### src/corePkg.sv
// Shared definitions for the four-thread barrel core
// Word, register pointer, thread, ALU op and byte-enable types
// RV32I opcode constants, ALU operation codes and the NOP word
`default_nettype none

package corePkg;

    localparam int XLEN        = 32;
    localparam int NUM_THREADS = 4;

    typedef logic [XLEN-1:0]        xlenT;    // Data and address word
    typedef logic [4:0]             regPtrT;  // Register index
    typedef logic [NUM_THREADS-1:0] threadT;  // One-hot thread pointer
    typedef logic [3:0]             aluOpT;   // {funct7[5], funct3}
    typedef logic [3:0]             byteEnT;  // Data memory lane mask

    ///////////////////////////////////////////////////////////////////
    // RV32I major opcodes
    ///////////////////////////////////////////////////////////////////
    localparam logic [6:0] OP_LUI    = 7'b0110111;
    localparam logic [6:0] OP_AUIPC  = 7'b0010111;
    localparam logic [6:0] OP_JAL    = 7'b1101111;
    localparam logic [6:0] OP_JALR   = 7'b1100111;
    localparam logic [6:0] OP_BRANCH = 7'b1100011;
    localparam logic [6:0] OP_LOAD   = 7'b0000011;
    localparam logic [6:0] OP_STORE  = 7'b0100011;
    localparam logic [6:0] OP_OPIMM  = 7'b0010011;
    localparam logic [6:0] OP_OP     = 7'b0110011;

    ///////////////////////////////////////////////////////////////////
    // ALU operations, bit 3 set only for SUB and SRA
    ///////////////////////////////////////////////////////////////////
    localparam aluOpT ALU_ADD  = 4'b0000;
    localparam aluOpT ALU_SUB  = 4'b1000;
    localparam aluOpT ALU_SLL  = 4'b0001;
    localparam aluOpT ALU_SLT  = 4'b0010;
    localparam aluOpT ALU_SLTU = 4'b0011;
    localparam aluOpT ALU_XOR  = 4'b0100;
    localparam aluOpT ALU_SRL  = 4'b0101;
    localparam aluOpT ALU_SRA  = 4'b1101;
    localparam aluOpT ALU_OR   = 4'b0110;
    localparam aluOpT ALU_AND  = 4'b0111;

    localparam xlenT NOP = 32'h0000_0013;  // addi x0,x0,0

endpackage

`default_nettype wire
### src/memWriteback.sv
// Q103H memory access and Q104H write-back
// Byte enables and data memory outputs, Q104H registers,
// load extension and the write-back data mux
`timescale 1ns/1ps
`default_nettype none

module memWriteback import corePkg::*; (
    input  logic       QClk,
    input  xlenT       aluOutQ103H,
    input  xlenT       storeDataQ103H,
    input  logic [2:0] funct3Q103H,
    input  regPtrT     rdPtrQ103H,
    input  logic       memRdQ103H,
    input  logic       memWrQ103H,
    input  logic       regWrQ103H,
    input  logic       memToRegQ103H,
    input  logic       pcToRegQ103H,
    input  xlenT       pcPlus4Q103H,
    input  xlenT       memRdDataQ104H,
    output xlenT       memAdrsQ103H,
    output xlenT       memWrDataQ103H,
    output byteEnT     memByteEnQ103H,
    output logic       regWrQ104H,
    output regPtrT     rdPtrQ104H,
    output xlenT       rdDataQ104H
);

    xlenT       aluOutQ104H, pcPlus4Q104H, loadDataQ104H;
    logic [2:0] funct3Q104H;
    logic       memToRegQ104H, pcToRegQ104H;

    always_comb begin
        case (funct3Q103H[1:0])
            2'b00:   memByteEnQ103H = 4'b0001;  // Byte
            2'b01:   memByteEnQ103H = 4'b0011;  // Half
            2'b10:   memByteEnQ103H = 4'b1111;  // Word
            default: memByteEnQ103H = 4'b0000;
        endcase
    end

    assign memAdrsQ103H   = aluOutQ103H;
    assign memWrDataQ103H = storeDataQ103H;

    always_ff @(posedge QClk) begin
        {regWrQ104H, memToRegQ104H, pcToRegQ104H} <= {regWrQ103H, memToRegQ103H, pcToRegQ103H};
        rdPtrQ104H   <= rdPtrQ103H;
        funct3Q104H  <= funct3Q103H;
        aluOutQ104H  <= aluOutQ103H;
        pcPlus4Q104H <= pcPlus4Q103H;
    end

    // Loaded bytes sit in the low lanes
    always_comb begin
        case (funct3Q104H)
            3'b000:  loadDataQ104H = {{24{memRdDataQ104H[7]}}, memRdDataQ104H[7:0]};
            3'b001:  loadDataQ104H = {{16{memRdDataQ104H[15]}}, memRdDataQ104H[15:0]};
            3'b100:  loadDataQ104H = {24'b0, memRdDataQ104H[7:0]};   // LBU
            3'b101:  loadDataQ104H = {16'b0, memRdDataQ104H[15:0]};  // LHU
            default: loadDataQ104H = memRdDataQ104H;
        endcase
    end

    assign rdDataQ104H = memToRegQ104H ? loadDataQ104H :
                         pcToRegQ104H  ? pcPlus4Q104H  : aluOutQ104H;

    // Decode never raises both strobes for one slot
    assert property (@(posedge QClk) !(memRdQ103H && memWrQ103H));
    // Size code three is not an RV32I access
    assert property (@(posedge QClk) (memRdQ103H || memWrQ103H) |-> funct3Q103H[1:0] != 2'b11);

endmodule

`default_nettype wire

### config.mk
export PLATFORM = sky130hd
export DESIGN_NAME = memWriteback
export DESIGN_NICKNAME = d
export VERILOG_FILES = /design/src/corePkg.sv /design/src/memWriteback.sv
export SDC_FILE = /design/constraint.sdc
export NUM_CORES = 1
export LEC_CHECK = 0
export BUFFER_PORTS_ARGS = -buffer_cell sky130_fd_sc_hd__buf_4
export CAP_MARGIN = 10
export CORE_ASPECT_RATIO = 1.1
export CORE_MARGIN = 8
export CORE_UTILIZATION = 34
export CTS_CLUSTER_SIZE = 16
export DETAILED_ROUTE_END_ITERATION = 8
export GPL_TIMING_DRIVEN = 0
export PLACE_DENSITY = 0.76
export SYNTH_ARGS = -nofsm -noshare
export SYNTH_HDL_FRONTEND = slang
export SYNTH_SLANG_ARGS = --single-unit
### constraint.sdc
create_clock -name QClk -period 1.1 [get_ports QClk]
set_input_delay 0.11 -clock QClk [delete_from_list [all_inputs] [get_ports QClk]]
set_output_delay 0.11 -clock QClk [all_outputs]
set_load 0.1 [all_outputs]
# After elaboration in Yosys (flattened, before gate mapping)
# Index checks and enable logic that the tools add are counted.
[word_totals] ff_bits=75 latchBits=0 ramBits=0 romBits=0 in_bits=142 wordCells=18 memories=0
[classes] addsub=0 mul=0 n_div=0 magnitude_cmp=0 n_eq_ne=5 n_shift=0 mux=4 bitwise=0 n_reduce_logical=2
[op_table] op="$pmux W32 S4" n=1
[op_table] op="$mux W32" n=2
[op_table] op="$pmux W4 S3" n=1
[op_table] op="$eq A3 B3 Y1 const B" n=2
[op_table] op="$eq A3 B1 Y1 const B" n=1
[op_table] op="$logic_not A3 Y1" n=1
[op_table] op="$eq A2 B1 Y1 const B" n=1
[op_table] op="$eq A2 B2 Y1 const B" n=1
[op_table] op="$logic_not A2 Y1" n=1

# Depth between registers and ports, before layout
[logic_depth] word_depth=3 depth_mapped=5

# Worst setup path after synthesis
# OpenSTA, ideal clock, no wires.
[synth_timing] path_type="reg-to-output" from="reg pcToRegQ104H" to="out rdDataQ104H[10]" t_arrival_ns=2.917 required_time_ns=0.990 slack_ns=-1.927 path_stages_with_launch=5 path_buffers=2 cell_sequence="dfxtp_1 > buf_2 > buf_4 > mux2i_1 > o21ai_0"
[synth_via] elab_chain_cells=2
[synth_rtl] element="start: declaration" line="memWriteback.sv:30" text="logic memToRegQ104H, pcToRegQ104H;"
[synth_rtl] element="start signal: assignment" line="memWriteback.sv:45" text="{regWrQ104H, memToRegQ104H, pcToRegQ104H} <= {regWrQ103H, memToRegQ103H, pcToRegQ103H};"
[synth_rtl] element="$mux W32" line="memWriteback.sv:64" text="pcToRegQ104H ? pcPlus4Q104H : aluOutQ104H;"
[synth_rtl] element="$mux W32" line="memWriteback.sv:63" text="assign rdDataQ104H = memToRegQ104H ? loadDataQ104H :"
[synth_rtl] element="end: declaration" line="memWriteback.sv:25" text="output xlenT rdDataQ104H"
# No other way between the ends.

# Final worst setup path
[layout_timing] from="reg funct3Q104H[0]" to="out rdDataQ104H[23]"
[layout_via] elab_chain_cells=3
[layout_rtl] element="start: declaration" line="memWriteback.sv:29" text="logic [2:0] funct3Q104H;"
[layout_rtl] element="start signal: assignment" line="memWriteback.sv:47" text="funct3Q104H <= funct3Q103H;"
[layout_rtl] element="$eq A3 B3 Y1 (tied with other cells)" line="memWriteback.sv:54" text="case (funct3Q104H)"
[layout_rtl] element="$pmux W32 S4 (*)" line="memWriteback.sv:54"
[layout_rtl] element="$mux W32 (*)" line="memWriteback.sv:63"
# Mark *: on every way between the ends. The rest lies on a longest branch, timed or not.

==> summary.txt <==
Yosys
  – Synth cell types: 16
  – Seq/Total Area, Yosys: 52.0%
  – Avg Inst Size Synth: 10.2 um2
  – Synth area leader: dfxtp_1
  – Largest cells by area after synthesis: dfxtp_1 (52%), buf_4 (17%), mux2i_1 (5.9%)
  – Top cell type's share of synthesized area: 52.0%
  – Syn Nets: 427
  – Yosys reg bits: 75
  – Warnings, synthesis: 0
  – Post-Synthesis Cells: 283
  – Post-Syn Area: 2890 um2

Timing
  – Pins Over Slew Limit: 0
  – Fin. Hold Viols: 0
  – Fmax: 0.536 GHz
  – Final WS setup: -0.767 ns
  – Slew of the pin with the lowest slew margin: 0.438 ns
  – Final Setup Violations: 32
  – Setup TNS: -21.31 ns
  – Worst slew margin: 70.6%
  – Period utilization: 170%
  – Worst hold slack: 0.404 ns
  – RSZ-0062 raised after global routing: yes
  – Fin crit period: 1.87 ns

Critical path
  – CP Capture Type: primary output
  – CP Data Arrival Time: 1.76 ns
  – Worst-path fanout max: 5
  – Startpoint types: register
  – Worst Path Class, Setup: register to primary output
  – Required time of the critical path: 0.99 ns

Route
  – Drt drc: 0
  – 1st-iter DRT viols: 101
  – Vias/cell: 4.45
  – Post-DR wirelength/cell: 19.2 um
  – DRT Pass-1 Iters: 4
  – WL final: 13,600 um
  – Remaining antenna violation count: 0
  – Via count: 3,157

Power
  – Pwr per Cell Area: 1390 nW/um2
  – VDD IR max: 0.000809 V
  – Leakage power: 3.11 nW

Finish
  – Ratio of cells with drive above 1 in the final layout: 63.7%
  – Non-Filler Instances: 709
  – Synth-to-Final Area Change: 137%
  – Antenna diodes: 0
  – Design Area, Final: 6840 um2
  – Final nets: 737
  – Filler Cell Count: 455

Clocking
  – CTS tree: built
  – Clk root buf: clkbuf_8
  – Number of H-tree levels: 3
  – Clock Tree Buf Depth: 2
  – Clock transition at path regs: 0.08 ns
  – Num CTS Buffers: 9
  – Clock Sinks: 75

Place
  – Dpl ws: -0.698 ns
  – Hpwl dp: 8690 um
  – Placed cell areas: 5080 um2
  – Placer Congestion: 0.842
  – Dpl cells: 607
  – Port Buf Inserts: 213

Hold path
  – HP Start: pcPlus4Q103H[10]
  – WHS Endpoint: pcPlus4Q104H[10]
  – Cell depth of the worst hold path: 2
  – Hold/Removal Path Class: primary input to register

Floorplan
  – Initial Utilization: 34.7%
  – Die area: 11,700 um2
  – I/O pins: 248
  – Core Area: 8320 um2
  – Site Rows: 35
  – Die height: 113 um
  – Die W: 104 um

Run status
  – Failing checks: negative setup slack
  – Status: finished with violations

Job
  – Max Cap Viol: 0

Global routing
  – Initial antenna violation count: 0
  – GRT overflow: 0
  – First-pass GRT wire length: 20,100 um
  – Pin count of the biggest net entering global routing: 13
  – Gr usage total: 22.1%
  – Number of global-route vias before repair: 3,604
area by class of cell:
| type | instances | area, um2 | area share, % |
|---|---|---|---|
| Timing Repair Buffer | 301 | 2910 | 42.5 |
| Clock buffer | 12 | 155 | 2.27 |
| Sequential cell | 75 | 1510 | 22.1 |
| Clock inverter | 4 | 72.6 | 1.06 |
| Inverter | 3 | 11.3 | 0.165 |
| Tap cell | 111 | 139 | 2.03 |
| Multi-Input combinational cell | 125 | 1400 | 20.4 |
| Buffer | 78 | 649 | 9.50 |
timing repair:
item,4_1_cts,5_1_grt
endpoints found under the hold margin,75,0
gates resized for setup,136,18
hold buffers,75,0
pin swaps,9,7
cloned,1,1
setup endpoints to repair,32,32
buffers inserted,10,4
registers in the layout, indices dropped and copies added, names as in the netlist:
signal	flops
aluOutQ104H	32
pcPlus4Q104H	32
rdPtrQ104H	5
funct3Q104H	3
memToRegQ104H	1
pcToRegQ104H	1
regWrQ104H	1
placed cells by master (no fill, tap or decap), drive strengths merged:
cell type	netlist	final
a211oi	16	16
a21oi	16	16
buf	73	297
bufinv	0	2
clkbuf	7	19
clkinv	0	1
clkinvlp	0	1
dfxtp	75	75
dlygate4sd3	0	75
ha	2	2
inv	3	3
mux2i	17	17
nand2	24	24
nor2b	16	16
nor4b	1	1
o21a	8	8
o21ai	24	24
o31a	1	1
where the power goes:
part	internal, mW	leakage, nW	switching (mW)	total (mW)
clock network	1.40	0.113	0.978	2.38
logic	1.53	2.37	2.64	4.18
registers	2.86	0.633	0.0740	2.94
total	5.79	3.11	3.69	9.49
per-stage QoR:
| stage | utilization, % | power [mW] |
|---|---|---|
| 2_1_floorplan | - | 5.58 |
| 3_3_place_gp | 61.1 | 6.36 |
| 3_5_place_dp | 61.1 | 6.39 |
| 4_1_cts | 81.4 | 9.44 |
| 5_1_grt | 82.2 | 9.81 |
| 6_report | 82.2 | 9.49 |
cells in the mapped netlist, drive strengths merged:
cell,number
o31a,1
ha,2
clkbuf,7
dfxtp,75
nand2,24
nor2b,16
nor4b,1
mux2i,17
o21a,8
buf,73
a21oi,16
inv,3
a211oi,16
o21ai,24
worst max-delay path: stages, from the launching register on:
cell     delay [ns]
dfxtp_2        0.36
mux2i_2        0.15
o31a_4         0.34
buf_12         0.17
a21oi_4        0.19
buf_12         0.20
metal layers:
metal / up-vias / share of wire [%] / GRT usage (%)
met5: - / 0 / 0
met4: 0 / 1.4 / 6.47
met2: 145 / 58 / 43.8
met3: 17 / 7.4 / 7.79
met1: 1496 / 33 / 20.5
li1: 1499 / - / -
how the worst max path moves through the flow:
stage / start / end / slack (ns) / cells past startpoint
final: funct3Q104H[0] / rdDataQ104H[23] / -0.77 / 5
after global routing: funct3Q104H[0] / rdDataQ104H[23] / -0.83 / 5
after CTS: funct3Q104H[0] / rdDataQ104H[27] / -0.85 / 6
after detailed placement: funct3Q104H[1] / rdDataQ104H[11] / -0.70 / 5
after global placement: funct3Q104H[1] / rdDataQ104H[11] / -0.65 / 5
after floorplan: funct3Q104H[0] / rdDataQ104H[20] / -0.67 / 5
kinds of logic after synthesis:
group	share of synthesized area (%)
AND/OR/NAND/NOR	7.41
flip-flops	52.0
buffers and inverters	20.1
AO/OA/AOI/OAI	13.8
multiplexers	5.89
adder cells (fa/ha/maj)	0.866
(Power assumes the default switching activity.)
