[config.mk]
export PLATFORM = sky130hd
export DESIGN_NAME = registerFile
export DESIGN_NICKNAME = d
export VERILOG_FILES = /design/src/corePkg.sv /design/src/registerFile.sv
export SDC_FILE = /design/constraint.sdc
export NUM_CORES = 2
export LEC_CHECK = 0
export BUFFER_PORTS_ARGS = -buffer_cell sky130_fd_sc_hd__buf_2
export CORE_ASPECT_RATIO = 1.4
export CORE_MARGIN = 2
export CORE_UTILIZATION = 60
export DETAILED_ROUTE_END_ITERATION = 8
export PLACE_DENSITY_LB_ADDON = 0.05
export SYNTH_ARGS = -nofsm -noshare
export SYNTH_HDL_FRONTEND = slang
export SYNTH_SLANG_ARGS = --single-unit
[constraint.sdc]
create_clock -name QClk -period 3 [get_ports QClk]
set_clock_uncertainty 0.2 [all_clocks]
set_input_delay 0.15 -clock QClk [delete_from_list [all_inputs] [get_ports QClk]]
set_output_delay 0.15 -clock QClk [all_outputs]
set_load 0.05 [all_outputs]
[src/corePkg.sv]
// Shared definitions for the four-thread barrel core
// Word, register pointer, thread, ALU op and byte-enable types
// RV32I opcode constants, ALU operation codes and the NOP word
`default_nettype none

package corePkg;

    localparam int XLEN        = 32;
    localparam int NUM_THREADS = 4;

    typedef logic [XLEN-1:0]        xlenT;    // Data and address word
    typedef logic [4:0]             regPtrT;  // Register index
    typedef logic [NUM_THREADS-1:0] threadT;  // One-hot thread pointer
    typedef logic [3:0]             aluOpT;   // {funct7[5], funct3}
    typedef logic [3:0]             byteEnT;  // Data memory lane mask

    ///////////////////////////////////////////////////////////////////
    // RV32I major opcodes
    ///////////////////////////////////////////////////////////////////
    localparam logic [6:0] OP_LUI    = 7'b0110111;
    localparam logic [6:0] OP_AUIPC  = 7'b0010111;
    localparam logic [6:0] OP_JAL    = 7'b1101111;
    localparam logic [6:0] OP_JALR   = 7'b1100111;
    localparam logic [6:0] OP_BRANCH = 7'b1100011;
    localparam logic [6:0] OP_LOAD   = 7'b0000011;
    localparam logic [6:0] OP_STORE  = 7'b0100011;
    localparam logic [6:0] OP_OPIMM  = 7'b0010011;
    localparam logic [6:0] OP_OP     = 7'b0110011;

    ///////////////////////////////////////////////////////////////////
    // ALU operations, bit 3 set only for SUB and SRA
    ///////////////////////////////////////////////////////////////////
    localparam aluOpT ALU_ADD  = 4'b0000;
    localparam aluOpT ALU_SUB  = 4'b1000;
    localparam aluOpT ALU_SLL  = 4'b0001;
    localparam aluOpT ALU_SLT  = 4'b0010;
    localparam aluOpT ALU_SLTU = 4'b0011;
    localparam aluOpT ALU_XOR  = 4'b0100;
    localparam aluOpT ALU_SRL  = 4'b0101;
    localparam aluOpT ALU_SRA  = 4'b1101;
    localparam aluOpT ALU_OR   = 4'b0110;
    localparam aluOpT ALU_AND  = 4'b0111;

    localparam xlenT NOP = 32'h0000_0013;  // addi x0,x0,0

endpackage

`default_nettype wire
[src/registerFile.sv]
// Thread-banked integer register file
// One 32 x 32 bank per thread, two read ports at Q101H
// and one write port at Q104H, x0 reads as zero
`timescale 1ns/1ps
`default_nettype none

module registerFile import corePkg::*; (
    input  logic   QClk,
    input  threadT threadQ101H,
    input  regPtrT rs1PtrQ101H,
    input  regPtrT rs2PtrQ101H,
    input  threadT threadQ104H,
    input  logic   regWrQ104H,
    input  regPtrT rdPtrQ104H,
    input  xlenT   rdDataQ104H,
    output xlenT   rs1DataQ101H,
    output xlenT   rs2DataQ101H
);

    localparam int NUM_REGS = 2 ** $bits(regPtrT);

    xlenT bankMem [NUM_THREADS][NUM_REGS];  // No reset on storage
    xlenT rs1RawQ101H;
    xlenT rs2RawQ101H;

    ///////////////////////////////////////////////////////////////////
    // Write port
    ///////////////////////////////////////////////////////////////////
    // Lands before the same thread's next Q101H read
    always_ff @(posedge QClk) begin
        for (int t = 0; t < NUM_THREADS; t++) begin
            if (regWrQ104H && threadQ104H[t]) begin
                bankMem[t][rdPtrQ104H] <= rdDataQ104H;
            end
        end
    end

    ///////////////////////////////////////////////////////////////////
    // Read ports
    ///////////////////////////////////////////////////////////////////
    always_comb begin
        rs1RawQ101H = '0;
        rs2RawQ101H = '0;
        for (int t = 0; t < NUM_THREADS; t++) begin
            if (threadQ101H[t]) begin  // Bank of the decoding thread
                rs1RawQ101H = bankMem[t][rs1PtrQ101H];
                rs2RawQ101H = bankMem[t][rs2PtrQ101H];
            end
        end
    end

    // x0 masked on read, so writes to it are harmless
    assign rs1DataQ101H = (rs1PtrQ101H == '0) ? '0 : rs1RawQ101H;
    assign rs2DataQ101H = (rs2PtrQ101H == '0) ? '0 : rs2RawQ101H;

endmodule

`default_nettype wire

Yosys cells after proc, flatten, opt, wreduce, memory -nomap -nowiden
Memory sizes are Yosys's and may differ from the RTL's.
Index checks and enable logic that the tools add are counted.
{ "word_totals": {"mem_count": 1, "register_bits": 0, "output_inout_bits": 64, "ramBits": 4096} }
{ "mem_list": {"columns": ["memory", "depth", "word_bits", "read_ports", "rd_clocked_by_memory_dff", "write_ports", "line_no", "text"], "rows": [
  ["bankMem", 4, 1024, 4, 0, 4, "registerFile.sv:22", "xlenT bankMem [NUM_THREADS][NUM_REGS];"]
]} }
{ "classes": {"n_lt_le_gt_ge": 4, "n_mux": 44, "reduce_logical": 7, "bitwise": 3} }
{ "op_table": {"columns": ["cell", "count"], "rows": [
  ["1024-bit 2-to-1 mux", 4],
  ["32-bit binary-select mux with 5-bit select", 8],
  ["32-bit 2-to-1 mux", 27],
  ["32-bit demux with 5-bit select", 1],
  ["6-bit greater-or-equal comparator (second input constant)", 3],
  ["5-bit NOT with 6-bit output", 3],
  ["5-bit zero test", 2],
  ["6-bit by 1-bit < comparator with 1-bit output (second input constant)", 1],
  ["1-bit logical AND", 5],
  ["1-bit 2-to-1 mux", 4]
]} }

Logic depth before layout (Yosys ltp)
{ "depth": {"depth_word": 9, "ltp_mapped": 12} }

Worst setup path before layout
OpenSTA, ideal clock, no wires.
{ "synth_path": {"kind": "in2out", "startpoint": "input port rs1PtrQ101H[1]", "endpoint": "output port rs1DataQ101H[30]", "stages": 10, "n_path_buf": 4, "required_ps": 2650, "path_slack_ps": -569, "arrival_ps": 3219, "cell_sequence": "buf_4 buf_6 buf_4 buf_4 nand2_1 o221ai_1 o221ai_1 a211oi_1 a311oi_1 o41ai_1"} }
{ "synth_between": {"elab_chain_cells": 9, "elab_cells_between_ends": 19, "cone_classes": "mux: 17; bitwise: 1; reduce/logical: 1"} }
{ "synth_lines": {"columns": ["item", "line_no", "text"], "rows": [
  ["start, declared", "registerFile.sv:10", "input regPtrT rs1PtrQ101H,"],
  ["5-bit NOT with 6-bit output (implied by the code)", "registerFile.sv:46", "rs1RawQ101H = bankMem[t][rs1PtrQ101H];"],
  ["32-bit binary-select mux with 5-bit select", "registerFile.sv:46", null],
  ["32-bit 2-to-1 mux (implied by the code) (2 in series)", "registerFile.sv:46", null],
  ["32-bit 2-to-1 mux (4 in series)", "registerFile.sv:45", "if (threadQ101H[t]) begin"],
  ["32-bit 2-to-1 mux (*)", "registerFile.sv:53", "assign rs1DataQ101H = (rs1PtrQ101H == '0) ? '0 : rs1RawQ101H;"],
  ["end, declared", "registerFile.sv:16", "output xlenT rs1DataQ101H,"]
]} }
Every way passes the cells marked *; elsewhere a longest branch is shown, timed or not. The select of a mux whose other input is x is not followed.

==> flow_summary_export.csv <==
group,metric,value,unit
outcome,status,"finished, violations left",
outcome,violations,"setup timing",
yosys,syn-num-nets,9288,
detailed_routing,drt_pass1_iterations,8,
worst_hold_path,worstHoldStart,"threadQ104H[1]",
detailed_routing,routedWlPerCell,44.2,um
worst_hold_path,min_to,"bankMem[1][649]$_DFFE_PP_",
finish,layout-drive-gt1-share,0.458,
critical_path,arrival,3.48,ns
worst_hold_path,worst_hold_path.num_cells,3,
clocking,clkSinkCount,4096,
global_route,grt_overflow,0,
die,initial_core_util,0.603,
timing,hold_violations,0,
finish,reg_top3,"bankMem: 4096 flops",
yosys,synth_edf_count,4096,
clocking,ctsHtreeMaxLevel,5,
timing,period_needed,3.83,ns
yosys,synth-seq-area-share,0.647,
global_route,grt_start_max_net_pins,129,
clocking,cts_tree,"done",
yosys,yosysTopAreaCell,"edfxtp_1",
power,p_seq_frac,0.496,
yosys,synth.top_cell.area_share,0.647,
yosys,synth_area_leaders,"edfxtp_1 (65%), mux4_2 (24%), mux2i_1 (2.8%)",
placement,dp.cells,14200,
die,die-area,322000,sq um
global_route,antenna_found_initial,36,
placement,routabilityCongestion,0.961,
finish,largest_reg_flops,4096,
finish,regMostFlops,"bankMem",
critical_path,path_max_fanout,2,
power,p_int,0.0973,W
placement,dpl_worst_slack,-1.26,ns
global_route,grt_pass1_vias,116000,
critical_path,start_kind,"flop",
timing,grt_setup_unrepaired,"true",
clocking,cts_buffers,391,
critical_path,critPathKind,"reg2out",
critical_path,worstSetupEndpointType,"output pin",
detailed_routing,drt-initial-drc-count,18000,
yosys,ys_async_sr_fraction,0,
yosys,synth_warnings,0,
detailed_routing,antenna_left,0,
critical_path,required,2.65,ns
die,rows,244,
die,die_h,670,um
power,p_leak,73.2,nW
power,p_sw,0.0307,W
placement,hpwl,416,mm
timing,worst_slack,-0.826,ns
yosys,synth_cells,9231,
clocking,clockBufferDepth,4,
clocking,path_clk_slew,0.07,ns
yosys,synth.avg_cell_area,20.6,sq um
power,clockPowerShare,0.385,
global_route,grt_pass1_wl,909,mm
power,max-vdd-ir-drop,739,uV
power,p_total,0.128,W
timing,finalMaxSlewViolations,0,
detailed_routing,routed_wl,661,mm
placement,numPortBuffers,120,
flow_run,cap_viol_max_count,0,
power,p_per_area,564,nW/um^2
timing,slew_headroom,0.266,
worst_hold_path,worstHoldPathType,"in2reg",
clocking,cts-root-buf,"clkbuf_16",
yosys,synth_ff_type,"edfxtp_1",
finish,syn2layout_area_growth,19.4,%
yosys,syn_area,190000,sq um
finish,finalNonFillerCells,15000,
die,ios,121,
timing,fmax,261,MHz
yosys,ys_ff_latch,4096,
yosys,ys_types,47,
timing,setup_tns,-43.61,ns
timing,setup_viol,64,
finish,nets,10500,
timing,worst_pin_slew,1.10,ns
detailed_routing,drt_drc_violations_left,0,
global_route,grt_use_total,0.413,
power,comb_power_share,0.119,
die,die_w,480,um
die,coreArea,315000,sq um
critical_path,crit_start,"bankMem[0][149]$_DFFE_PP_",
detailed_routing,dr_total_vias,114000,
detailed_routing,via_per_inst,7.60,
power,switching_share,0.240,
timing,fin_crit_sh,1.28,
-- what timing repair did --
item,in CTS,in global routing
hold buffers,43,0
pin swaps,202,55
endpoints found under the setup margin,64,96
buffers inserted,46,26
endpoints found under the hold margin,4132,0
gates resized for setup,574,61
-- logic make-up after synthesis --
group	share of synthesized area
AO/OA/AOI/OAI	0.0332
buffers and inverters	0.0192
flip-flops	0.647
multiplexers	0.288
AND/OR/NAND/NOR	0.0126
-- worst max-delay path by stage --
stage	cells past startpoint	slack, ns	end
final	8	-0.83	rs1DataQ101H[21]
after CTS	9	-0.82	rs1DataQ101H[20]
after global routing	9	-0.86	rs2DataQ101H[19]
after global placement	14	-1.26	rs1DataQ101H[14]
after detailed placement	14	-1.26	rs1DataQ101H[14]
after floorplan	10	0.08	rs1DataQ101H[30]
-- cells in the mapped netlist (3+ instances only) --
| library cell | n |
|---|---|
| a31oi_1 | 63 |
| buf_6 | 17 |
| mux4_2 | 2021 |
| inv_1 | 3 |
| nor3_1 | 32 |
| edfxtp_1 | 4096 |
| buf_4 | 82 |
| o21ai_1 | 31 |
| nand3_1 | 35 |
| a211o_1 | 62 |
| nor3b_1 | 35 |
| nor2_1 | 199 |
| o211ai_1 | 32 |
| nor2b_1 | 39 |
| and2_1 | 4 |
| nand2b_1 | 6 |
| buf_1 | 64 |
| mux2_2 | 345 |
| a22oi_1 | 187 |
| a21oi_1 | 187 |
| clkbuf_1 | 315 |
| a221oi_1 | 62 |
| a211oi_1 | 4 |
| and3_1 | 34 |
| o21ai_0 | 97 |
| mux2i_1 | 541 |
| o221ai_1 | 34 |
| buf_2 | 282 |
| nand2_1 | 112 |
| o31ai_1 | 31 |
| or2_2 | 3 |
| o22ai_1 | 156 |
-- layout make-up --
type / instances / area [sq um]
tap: 4182 / 5230
clock buffer: 471 / 10200
inverter: 3 / 11.3
clock inverter: 229 / 2150
sequential: 4096 / 123000
multi-input combinational: 4372 / 67600
timing repair buffer: 1583 / 18800
fill: 18500 / 88300
antenna: 17 / 42.5
-- metrics by stage --
stage | instance area [sq um] | hold slack, ns | util
after CTS | 227000 | 0.0154 | 0.718
after global placement | 211000 | 0.356 | 0.669
after floorplan | 190000 | 0.0489 | -
after global routing | 227000 | 0.0688 | 0.720
after detailed placement | 211000 | 0.358 | 0.669
final | 227000 | 0.0873 | 0.720
-- metal layers --
metal | vias to the layer above | routed length (um) | GRT usage | share of wire
met5 | - | 74 | 0 | 0.00011
met4 | 12 | 58600 | 0.294 | 0.089
met3 | 1863 | 85500 | 0.110 | 0.13
met2 | 8820 | 306000 | 0.627 | 0.46
met1 | 60000 | 210000 | 0.521 | 0.32
li1 | 42900 | - | - | -
-- power by group through the flow --
| stage | clock network, W | logic, W | registers [W] |
|---|---|---|---|
| floorplan | 0 | 0.00679 | 0.0647 |
| global placement | 0 | 0.0139 | 0.0647 |
| detailed placement | 0 | 0.0141 | 0.0648 |
| CTS | 0.0493 | 0.0149 | 0.0635 |
| global route | 0.0514 | 0.0154 | 0.0635 |
| finish | 0.0493 | 0.0152 | 0.0635 |
-- critical path, stage by stage (launching register included) --
cell and delay [ns]:
edfxtp_1 0.41, mux4_2 0.50, mux4_2 0.54, o22ai_2 0.14, nor3_2 0.13, o21ai_4 0.38, buf_6 0.16, a21oi_4 0.09
buf_12 0.17
-- cells in the final DEF (no fill, tap or decap), types with 34 or more instances in the layout --
cell type,instances
clkinv_1,80
edfxtp_1,4096
mux4_2,2021
nand3_1,34
mux2i_1,537
nor2_4,131
a31oi_1,63
a211o_1,54
mux2_2,343
o22ai_1,102
dlygate4sd3_1,43
nor2_1,68
o21ai_0,86
buf_12,504
a21oi_1,127
buf_4,915
a22oi_1,177
buf_6,88
clkbuf_1,73
nor2b_1,34
nand2_1,104
clkbuf_16,399
clkinv_2,68
bufinv_16,37
No activity file was read; power rests on OpenSTA's default activity.
