==> src/corePkg.sv <==
// Shared definitions for the four-thread barrel core
// Word, register pointer, thread, ALU op and byte-enable types
// RV32I opcode constants, ALU operation codes and the NOP word
`default_nettype none

package corePkg;

    localparam int XLEN        = 32;
    localparam int NUM_THREADS = 4;

    typedef logic [XLEN-1:0]        xlenT;    // Data and address word
    typedef logic [4:0]             regPtrT;  // Register index
    typedef logic [NUM_THREADS-1:0] threadT;  // One-hot thread pointer
    typedef logic [3:0]             aluOpT;   // {funct7[5], funct3}
    typedef logic [3:0]             byteEnT;  // Data memory lane mask

    ///////////////////////////////////////////////////////////////////
    // RV32I major opcodes
    ///////////////////////////////////////////////////////////////////
    localparam logic [6:0] OP_LUI    = 7'b0110111;
    localparam logic [6:0] OP_AUIPC  = 7'b0010111;
    localparam logic [6:0] OP_JAL    = 7'b1101111;
    localparam logic [6:0] OP_JALR   = 7'b1100111;
    localparam logic [6:0] OP_BRANCH = 7'b1100011;
    localparam logic [6:0] OP_LOAD   = 7'b0000011;
    localparam logic [6:0] OP_STORE  = 7'b0100011;
    localparam logic [6:0] OP_OPIMM  = 7'b0010011;
    localparam logic [6:0] OP_OP     = 7'b0110011;

    ///////////////////////////////////////////////////////////////////
    // ALU operations, bit 3 set only for SUB and SRA
    ///////////////////////////////////////////////////////////////////
    localparam aluOpT ALU_ADD  = 4'b0000;
    localparam aluOpT ALU_SUB  = 4'b1000;
    localparam aluOpT ALU_SLL  = 4'b0001;
    localparam aluOpT ALU_SLT  = 4'b0010;
    localparam aluOpT ALU_SLTU = 4'b0011;
    localparam aluOpT ALU_XOR  = 4'b0100;
    localparam aluOpT ALU_SRL  = 4'b0101;
    localparam aluOpT ALU_SRA  = 4'b1101;
    localparam aluOpT ALU_OR   = 4'b0110;
    localparam aluOpT ALU_AND  = 4'b0111;

    localparam xlenT NOP = 32'h0000_0013;  // addi x0,x0,0

endpackage

`default_nettype wire
==> src/decodeStage.sv <==
// Q101H decode stage
// NOP substitution, register read pointers, opcode decode
// and the Q101H to Q102H pipeline registers
`timescale 1ns/1ps
`default_nettype none

module decodeStage import corePkg::*; (
    input  logic   QClk,
    input  logic   reset,
    input  xlenT   instFetchQ101H,
    input  logic   insertNopQ101H,
    input  xlenT   pcQ101H,
    output xlenT   instructionQ102H,
    output xlenT   pcQ102H,
    output regPtrT rs1PtrQ101H,
    output regPtrT rs2PtrQ101H,
    output logic   jalQ102H,
    output logic   jalrQ102H,
    output logic   branchQ102H,
    output logic   iTypeImmQ102H,
    output logic   luiQ102H,
    output logic   auiPcQ102H,
    output logic   memRdQ102H,
    output logic   memWrQ102H,
    output logic   storeQ102H,
    output logic   regWrQ102H,
    output logic   memToRegQ102H,
    output logic   pcToRegQ102H,
    output logic   insertNopQ102H
);

    xlenT       instructionQ101H;
    logic [6:0] opcodeQ101H;

    assign instructionQ101H = insertNopQ101H ? NOP : instFetchQ101H;
    assign opcodeQ101H      = instructionQ101H[6:0];
    assign rs1PtrQ101H      = instructionQ101H[19:15];  // R/I/S/B
    assign rs2PtrQ101H      = instructionQ101H[24:20];  // R/S/B

    ///////////////////////////////////////////////////////////////////
    // Opcode decode straight into the Q102H flops
    ///////////////////////////////////////////////////////////////////
    always_ff @(posedge QClk) begin
        if (reset) begin
            {jalQ102H, jalrQ102H, branchQ102H, iTypeImmQ102H, luiQ102H, auiPcQ102H} <= '0;
            {memRdQ102H, memWrQ102H, storeQ102H, regWrQ102H} <= '0;
            {memToRegQ102H, pcToRegQ102H} <= '0;
            insertNopQ102H <= 1'b1;  // Pipe starts empty
        end else begin
            jalQ102H       <= opcodeQ101H == OP_JAL;
            jalrQ102H      <= opcodeQ101H == OP_JALR;
            branchQ102H    <= opcodeQ101H == OP_BRANCH;
            iTypeImmQ102H  <= opcodeQ101H inside {OP_OPIMM, OP_LOAD, OP_JALR};
            luiQ102H       <= opcodeQ101H == OP_LUI;
            auiPcQ102H     <= opcodeQ101H == OP_AUIPC;
            memRdQ102H     <= opcodeQ101H == OP_LOAD;
            memWrQ102H     <= opcodeQ101H == OP_STORE;
            storeQ102H     <= opcodeQ101H == OP_STORE;   // S-type immediate
            regWrQ102H     <= !(opcodeQ101H inside {OP_STORE, OP_BRANCH});
            memToRegQ102H  <= opcodeQ101H == OP_LOAD;
            pcToRegQ102H   <= opcodeQ101H inside {OP_JAL, OP_JALR};  // Link
            insertNopQ102H <= insertNopQ101H;
        end
    end

    always_ff @(posedge QClk) begin
        instructionQ102H <= instructionQ101H;
        pcQ102H          <= pcQ101H;
    end

endmodule

`default_nettype wire

==> config.mk <==
export PLATFORM = sky130hd
export DESIGN_NAME = decodeStage
export DESIGN_NICKNAME = d
export VERILOG_FILES = /design/src/corePkg.sv /design/src/decodeStage.sv
export SDC_FILE = /design/constraint.sdc
export NUM_CORES = 1
export LEC_CHECK = 0
export ABC_CLOCK_PERIOD_IN_PS = 800
export BUFFER_PORTS_ARGS = -buffer_cell sky130_fd_sc_hd__buf_2
export CELL_PAD_IN_SITES_DETAIL_PLACEMENT = 1
export CELL_PAD_IN_SITES_GLOBAL_PLACEMENT = 1
export CORE_ASPECT_RATIO = 0.7
export CORE_MARGIN = 10
export CORE_UTILIZATION = 25
export CTS_CLUSTER_DIAMETER = 30
export DETAILED_ROUTE_END_ITERATION = 7
export PLACE_DENSITY_LB_ADDON = 0.1
export SLEW_MARGIN = 5
export SYNTH_ARGS = -nofsm -noshare
export SYNTH_HDL_FRONTEND = slang
export SYNTH_SLANG_ARGS = --single-unit
==> constraint.sdc <==
create_clock -name QClk -period 0.8 [get_ports QClk]
set_input_delay 0.04 -clock QClk [delete_from_list [all_inputs] [get_ports QClk]]
set_output_delay 0.04 -clock QClk [all_outputs]
set_load 0.1 [all_outputs]
* Yosys cells after proc, flatten, opt, wreduce, memory -nomap -nowiden
Cells that the tools add are included.
** Storage, ports and cells
- Register bits after elaboration :: 75
- Input bits :: 67
- Output and inout port bits :: 87
** Operators by class
- Equal/unequal tests :: 8
- Multiplexer cells :: 1
- Reduce and logical (&&, ||, !) cells :: 4
** Operators with widths (number)
- $mux 25 :: 1
- $eq 7x7->1 const B :: 3
- $eq 7x5->1 const B :: 2
- $eq 7x6->1 const B :: 2
- $eq 7x2->1 const B :: 1
- $reduce_bool 2->1 :: 2
- $reduce_bool 3->1 :: 1
- $logic_not 1->1 :: 1

* Depth between registers and ports, before layout
Gate-level depths: netlist (run 1).
- Word-level depth :: 4
- Depth in mapped cells :: 5
- Mapped depth without buffers :: 5

* Worst setup path after synthesis (run 1)
Ideal clock, no wire load.
- Path kind :: register -> output
- Start :: register memToRegQ102H
- End :: output memToRegQ102H
- Arrival :: 1.356 ns
- Required time :: 0.760 ns
- Setup slack :: -0.596 ns
- Stages on the path, launching flop included :: 2
- Path buffers :: 1
- Cell sequence :: dfxtp_1 -> buf_4
** RTL lines
- from (decl) :: RTL line decodeStage.sv:27 : output logic memToRegQ102H,
- from (signal assigned) :: RTL line decodeStage.sv:47 : {memToRegQ102H, pcToRegQ102H} <= '0;
- from (signal assigned) :: RTL line decodeStage.sv:60 : memToRegQ102H <= opcodeQ101H == OP_LOAD;
No word-level cell between the ends.

* Worst setup path in the final report (run 1)
- Start :: register memToRegQ102H
- End :: output memToRegQ102H
No word-level cell between the ends.

==> impl_metrics.py, run 1 <==
metrics = {
    "outcome": {
        "status": "finished with violations",
        "violations": "negative hold slack, negative setup slack",
    },
    "power_and_ir_drop": {
        "power.switching_mw": 3.44,
        "p_seq_share_pct": 41.5,
        "sw_frac_of_total_pct": 34.9,
        "clockPowerShare_pct": 27.6,
        "cellLeakagePower_nw": 2.24,
        "p_per_area_mw_per_mm2": 1970,
        "power.total_mw": 9.87,
        "intPower_mw": 6.43,
        "comb_power_share_pct": 30.8,
        "ir_drop_mv": 0.968,
    },
    "layout": {
        "num_antenna_cells": 0,
        "drive_above_1_share_pct": 76.1,
        "area_growth_pct": 156,
        "multiInputGateArea_um2": 423,
        "regArea_mm2": 0.00160,
        "fill_cells": 682,
        "final_nets": 422,
    },
    "floorplanning": {
        "num_rows": 26,
        "die_h_um": 93.9,
        "core_area_mm2": 0.00745,
        "die_x_um": 126,
        "start_util_pct": 26.2,
        "io_pins": 154,
        "die-area_mm2": 0.0118,
    },
    "drt": {
        "drc": 0,
        "wl_um": 9360,
        "viasPerCell": 4.01,
        "num_vias": 1835,
        "initialDrtViolationCount": 48,
        "ant_nets": 0,
        "first_pass_iters": 4,
        "routedWlPerCell_um": 20.4,
    },
    "synthesis": {
        "ys_seq_elements": 75,
        "synthesis.area_mm2": 0.00195,
        "syn-instance-count": 144,
        "post_synth.cell_area_avg_um2": 13.6,
        "synth_fp_nets": 211,
        "yosysWarnings": 0,
        "ys_seq_area_share_pct": 76.9,
        "yosysUniqueCellTypes": 22,
    },
    "timing": {
        "slew_viol_final": 0,
        "whs_ns": -0.0344,
        "relSlewSlack_pct": 78.9,
        "period_needed_ns": 0.939,
        "finalHoldViolations": 12,
        "finalCritPeriodShare_pct": 117,
        "rsz0062_at_grt": "yes",
        "max_freq_mhz": 1070,
        "finalSetupViolations": 77,
        "timing.final.ws_setup_ns": -0.139,
        "worst_slew_pin_slew_ns": 0.313,
    },
    "worst_setup_path": {
        "worstPathCellList": "buf_12",
        "arrival_ns": 0.90,
        "cpPeakStageDelay_ns": 0.38,
        "cp_data_required_time_ns": 0.76,
        "cp_num_buf_inv": 1,
        "cpMaxStageDelayCell": "dfxtp_4",
        "path_max_fanout": 2,
        "cp-end-kind": "primary output",
        "critPathKind": "flip-flop to primary output",
        "crit_path_start_kind": "flip-flop",
        "crit_family": "flip-flops",
    },
    "global_routing": {
        "grt_pass1_vias": 2165,
        "grt_pass1_wl_um": 14000,
        "grtUsageTotal_pct": 15.7,
        "gr-total-overflow": 0,
        "antenna_found_initial": 0,
        "grt_max_degree": 14,
    },
    "clocking": {
        "cts_setup_buffers": 0,
        "clock_path_buffers": 2,
        "cts_inserted_buffers": 9,
        "clk_pin_slew_ns": 0.08,
        "cts_tree": "done",
        "clock_sinks": 75,
        "cts-root-buf": "clkbuf_8",
        "htreeDepth": 3,
    },
    "placement": {
        "place.gp.congestion": 0.766,
        "dp_slack_ns": -0.0792,
        "dp_hpwl_um": 6360,
        "numPortBuffers": 153,
    },
    "min_path": {
        "hold_path_class": "input pin to flip-flop",
    },
    "run": {
        "drv_cap": 0,
    },
}
## cell type report
cell class	instances	area share, %
clock buffers	10	2.97
inverters	2	0.150
well taps	98	2.45
multi-input cells	52	8.45
clock inverters	6	0.750
flip-flops and latches	75	32.0
repair buffers	215	53.3
## state kept, by name (all words and copies together), names as in the netlist
| signal | count |
|---|---|
| auiPcQ102H | 1 |
| branchQ102H | 1 |
| iTypeImmQ102H | 1 |
| insertNopQ102H | 1 |
| instructionQ102H | 32 |
| jalQ102H | 1 |
| jalrQ102H | 1 |
| luiQ102H | 1 |
| memToRegQ102H | 1 |
| pcQ102H | 32 |
| pcToRegQ102H | 1 |
| regWrQ102H | 1 |
| storeQ102H | 1 |
## path summary, 6_finish.rpt
kind                  slack (ns)                from                    to  cells after the start
worst max-delay path       -0.14       memToRegQ102H         memToRegQ102H                      1
worst min-delay path       -0.03  instFetchQ101H[16]  instructionQ102H[16]                      2
## layout by cell type, fill, tap and decap left out, types with 2 or more instances in the layout
cell type	Yosys	layout
buf_12	0	87
buf_2	0	66
buf_4	12	11
clkbuf_8	0	9
clkinv_2	0	3
dfxtp_2	0	73
dfxtp_4	0	2
dlygate4sd3_1	0	50
nand2b_1	2	2
nor2_1	2	2
nor2b_1	28	18
nor2b_4	0	10
nor4_1	4	3
or2_2	4	4
## through the flow
stage	setup TNS [ns]	utilization [%]	cell area [um2]	instances	hold slack, ns
after floorplan	-0.102	-	2060	144	0.0677
after CTS	-10.66	66.5	4960	459	-0.0449
after global routing	-11.05	67.2	5010	458	-0.0606
after global placement	-0.554	56.8	4230	392	0.143
final	-7.89	67.2	5010	458	-0.0344
after detailed placement	-0.886	56.8	4230	392	0.144
## synth_stat cells
library cell / instances / area share [%]
dfxtp_1: 75 / 77
nor2b_1: 28 / 9.0
buf_4: 12 / 4.6
nor4_1: 4 / 1.3
or2_2: 4 / 1.3
clkbuf_1: 3 / 0.58
nand2b_1: 2 / 0.64
nor2_1: 2 / 0.38
a31oi_1: 1 / 0.32
and2_1: 1 / 0.32
and3b_1: 1 / 0.45
and4bb_1: 1 / 0.64
inv_1: 1 / 0.19
inv_2: 1 / 0.19
nand2_1: 1 / 0.19
nand2b_4: 1 / 0.70
nand3_1: 1 / 0.26
nand4_2: 1 / 0.64
nor3_1: 1 / 0.26
o221ai_1: 1 / 0.45
or2b_1: 1 / 0.38
or3_1: 1 / 0.32
## power groups by stage
stage | Clock (mW) | Combinational, mW | Sequential, mW
floorplan | 0 | 0.342 | 5.41
global placement | 0 | 2.76 | 4.17
detailed placement | 0 | 2.78 | 4.18
CTS | 2.81 | 3.01 | 4.10
global route | 2.98 | 3.13 | 4.12
finish | 2.73 | 3.04 | 4.10
## routing by layer
| layer | track usage (%) | vias to the layer above | wire, um |
|---|---|---|---|
| li1 | - | 863 | - |
| met1 | 16.0 | 867 | 3470 |
| met2 | 27.9 | 96 | 4950 |
| met3 | 7.33 | 9 | 789 |
| met4 | 5.54 | 0 | 159 |
| met5 | 0 | - | 0 |
## repair_timing
action | CTS | global route
resized for setup | 10 | 12
endpoints found under the setup margin | 87 | 89
hold endpoints to repair | 67 | 14
hold buffers | 51 | 1
pin swaps | 0 | 1
## cells by family after synthesis
logic type	count (synthesis)	share of synthesized area, %
simple gates	50	16.7
buf+inv	17	5.58
flops	75	76.9
compound gates	2	0.770
(Power assumes the default switching activity.)
==> run 2, diff against run 1 <==
--- a/config.mk
+++ b/config.mk
@@ -5,13 +5,13 @@
 export SDC_FILE = /design/constraint.sdc
 export NUM_CORES = 1
 export LEC_CHECK = 0
-export ABC_CLOCK_PERIOD_IN_PS = 800
+export ABC_CLOCK_PERIOD_IN_PS = 1050
 export BUFFER_PORTS_ARGS = -buffer_cell sky130_fd_sc_hd__buf_2
 export CELL_PAD_IN_SITES_DETAIL_PLACEMENT = 1
 export CELL_PAD_IN_SITES_GLOBAL_PLACEMENT = 1
 export CORE_ASPECT_RATIO = 0.7
 export CORE_MARGIN = 10
-export CORE_UTILIZATION = 25
+export CORE_UTILIZATION = 27
 export CTS_CLUSTER_DIAMETER = 30
 export DETAILED_ROUTE_END_ITERATION = 7
 export PLACE_DENSITY_LB_ADDON = 0.1
==> constraint.sdc (replaced) <==
create_clock -name QClk -period 1.05 [get_ports QClk]
set_input_delay 0.0525 -clock QClk [delete_from_list [all_inputs] [get_ports QClk]]
set_output_delay 0.0525 -clock QClk [all_outputs]
set_load 0.1 [all_outputs]
==> run 2 against run 1 <==
Effect of this change:
- the run ends with negative setup slack left
- sequential share of layout area is 1.4 points lower
- global-route usage is 1.5 points higher
- routed wire length rose by 8.9%
- clock power decreased by 27%
- combinational power down 23%
- die area fell by 6.0%
- power fell by 25%
- sequential cell count unchanged
- highest routed layer unchanged
- cell area decreased by 1.4%
- setup slack gained 0.092 ns
- largest power group unchanged
==> impl_metrics.py, run 2 (synthesis gave the netlist of run 1 again) <==
metrics = {
    "global_routing": {
        "gr-usage-met1_pct": 15.4,
        "antenna_found_initial": 1,
        "grt_pass1_wl_um": 14200,
        "grt_max_degree": 35,
        "grtUsageTotal_pct": 17.2,
        "gr-total-overflow": 0,
        "grt_pass1_vias": 2236,
        "met2_usage_pct": 32.8,
        "grt_use_met3_pct": 8.04,
        "top_usage_layer": "met2",
    },
    "floorplanning": {
        "start_util_pct": 28.4,
        "core_area_mm2": 0.00688,
        "io_pins": 154,
        "num_rows": 25,
        "die_x_um": 122,
        "die_h_um": 91.1,
        "die-area_mm2": 0.0111,
    },
    "clocking": {
        "cts_tree": "done",
        "clock_path_buffers": 2,
        "cts_inserted_buffers": 9,
        "htreeDepth": 3,
        "clk_pin_slew_ns": 0.08,
        "clock_sinks": 75,
        "cts-root-buf": "clkbuf_8",
    },
    "placement": {
        "place.gp.congestion": 0.794,
        "dp_slack_ns": 0.0137,
        "dp_hpwl_um": 6320,
        "numPortBuffers": 153,
    },
    "drt": {
        "viasPerCell": 4.11,
        "routedWlPerCell_um": 22.4,
        "initialDrtViolationCount": 40,
        "num_vias": 1873,
        "drc": 0,
        "ant_nets": 0,
        "wl_um": 10200,
        "first_pass_iters": 4,
    },
    "power_and_ir_drop": {
        "ir_drop_mv": 0.760,
        "power.switching_mw": 2.69,
        "p_seq_share_pct": 41.8,
        "cellLeakagePower_nw": 2.19,
        "clockPowerShare_pct": 26.8,
        "comb_power_share_pct": 31.4,
        "sw_frac_of_total_pct": 36.3,
        "power.total_mw": 7.41,
        "p_per_area_mw_per_mm2": 1500,
        "intPower_mw": 4.72,
    },
    "run": {
        "drv_cap": 0,
    },
    "layout": {
        "area_growth_pct": 153,
        "drive_above_1_share_pct": 52.9,
        "reg.largest.list": "instructionQ102H: 32 flops, pcQ102H: 32 flops",
        "final_nets": 423,
        "final_cell_mix": "buf_12, dfxtp_1, buf_2",
        "final_common_cell": "buf_12",
    },
    "timing": {
        "worst_slew_pin_slew_ns": 0.326,
        "finalSetupViolations": 2,
        "timing.final.ws_setup_ns": -0.0471,
        "finalCritPeriodShare_pct": 104,
        "period_needed_ns": 1.10,
        "finalHoldViolations": 0,
        "max_freq_mhz": 912,
        "slew_viol_final": 0,
        "relSlewSlack_pct": 78.2,
    },
    "outcome": {
        "status": "finished with violations",
        "violations": "negative setup slack",
    },
    "worst_setup_path": {
        "critPathKind": "input pin to flip-flop",
        "crit_path_start_kind": "input pin",
        "cp-end-kind": "flip-flop",
        "crit_end": "memToRegQ102H",
        "crit_start": "instFetchQ101H[5]",
        "arrival_ns": 1.36,
        "path_max_fanout": 2,
        "cp_data_required_time_ns": 1.31,
    },
    "min_path": {
        "hold_path_class": "input pin to flip-flop",
    },
}
[run 2: cell types whose count changed in the layout (fill, tap and decap cells not counted), sizes merged]
cell and change:
clkinvlp +2, clkinv -2, diode +1, buf -8
dlygate4sd3 +6, dlymetal6s4s +3
[run 2: worst min path at each step]
stage | from | endpoint | slack [ns] | depth (start not counted)
floorplan | pcQ101H[0] | pcQ102H[0] | 0.08 | 0
detailed placement | pcQ101H[16] | pcQ102H[16] | 0.16 | 1
global placement | pcQ101H[2] | pcQ102H[2] | 0.15 | 1
global route | instFetchQ101H[15] | instructionQ102H[15] | 0.005 | 2
finish | instFetchQ101H[15] | instructionQ102H[15] | 0.009 | 2
CTS | instFetchQ101H[15] | instructionQ102H[15] | 0.004 | 2
[run 2: final cells by class]
cell class / count / area (um2)
Antenna cell: 1 / 2.50
Tap cell: 94 / 118
Sequential cell: 75 / 1510
Timing Repair Buffer: 216 / 2730
Inverter: 2 / 7.51
Clock inverter: 6 / 41.3
Fill cell: 638 / 1940
Clock buffer: 10 / 128
Multi-Input combinational cell: 52 / 399
[run 2: timing repair]
action / CTS / global route
endpoints found under the hold margin: 62 / 0
resized for setup: 0 / 23
setup buffers: 0 / 3
setup endpoints to repair: 0 / 8
hold buffers: 59 / 0
[run 2: per-stage QoR]
step           hold slack, ns  setup TNS (ns)  area, um2  std cells  utilization [%]
3_3_place_gp            0.155         -0.0350       4070        377             59.1
5_1_grt               0.00469          -0.121       4940        456             71.7
6_report              0.00883         -0.0924       4940        456             71.7
3_5_place_dp            0.156               0       4070        377             59.1
4_1_cts               0.00390               0       4830        452             70.1
2_1_floorplan          0.0802               0       1960        144                -
[run 2: power by group through the flow]
stage / Combinational, mW / Clock [mW] / Sequential [mW]
floorplan: 0.261 / 0 / 4.08
detailed placement: 2.10 / 0 / 3.16
finish: 2.33 / 1.98 / 3.10
CTS: 2.27 / 1.99 / 3.10
global placement: 2.08 / 0 / 3.15
global route: 2.39 / 2.16 / 3.11
[run 2: metal layers]
metal	vias to the layer above	wire, um
met4	0	229
met5	-	0
met3	15	872
met2	91	5600
li1	865	-
met1	902	3500
[run 2: worst max-delay path, stage by stage]
cell           delay [ns]
dlygate4sd3_1        0.54
buf_2                0.15
or3_4                0.41
nor3_1               0.20
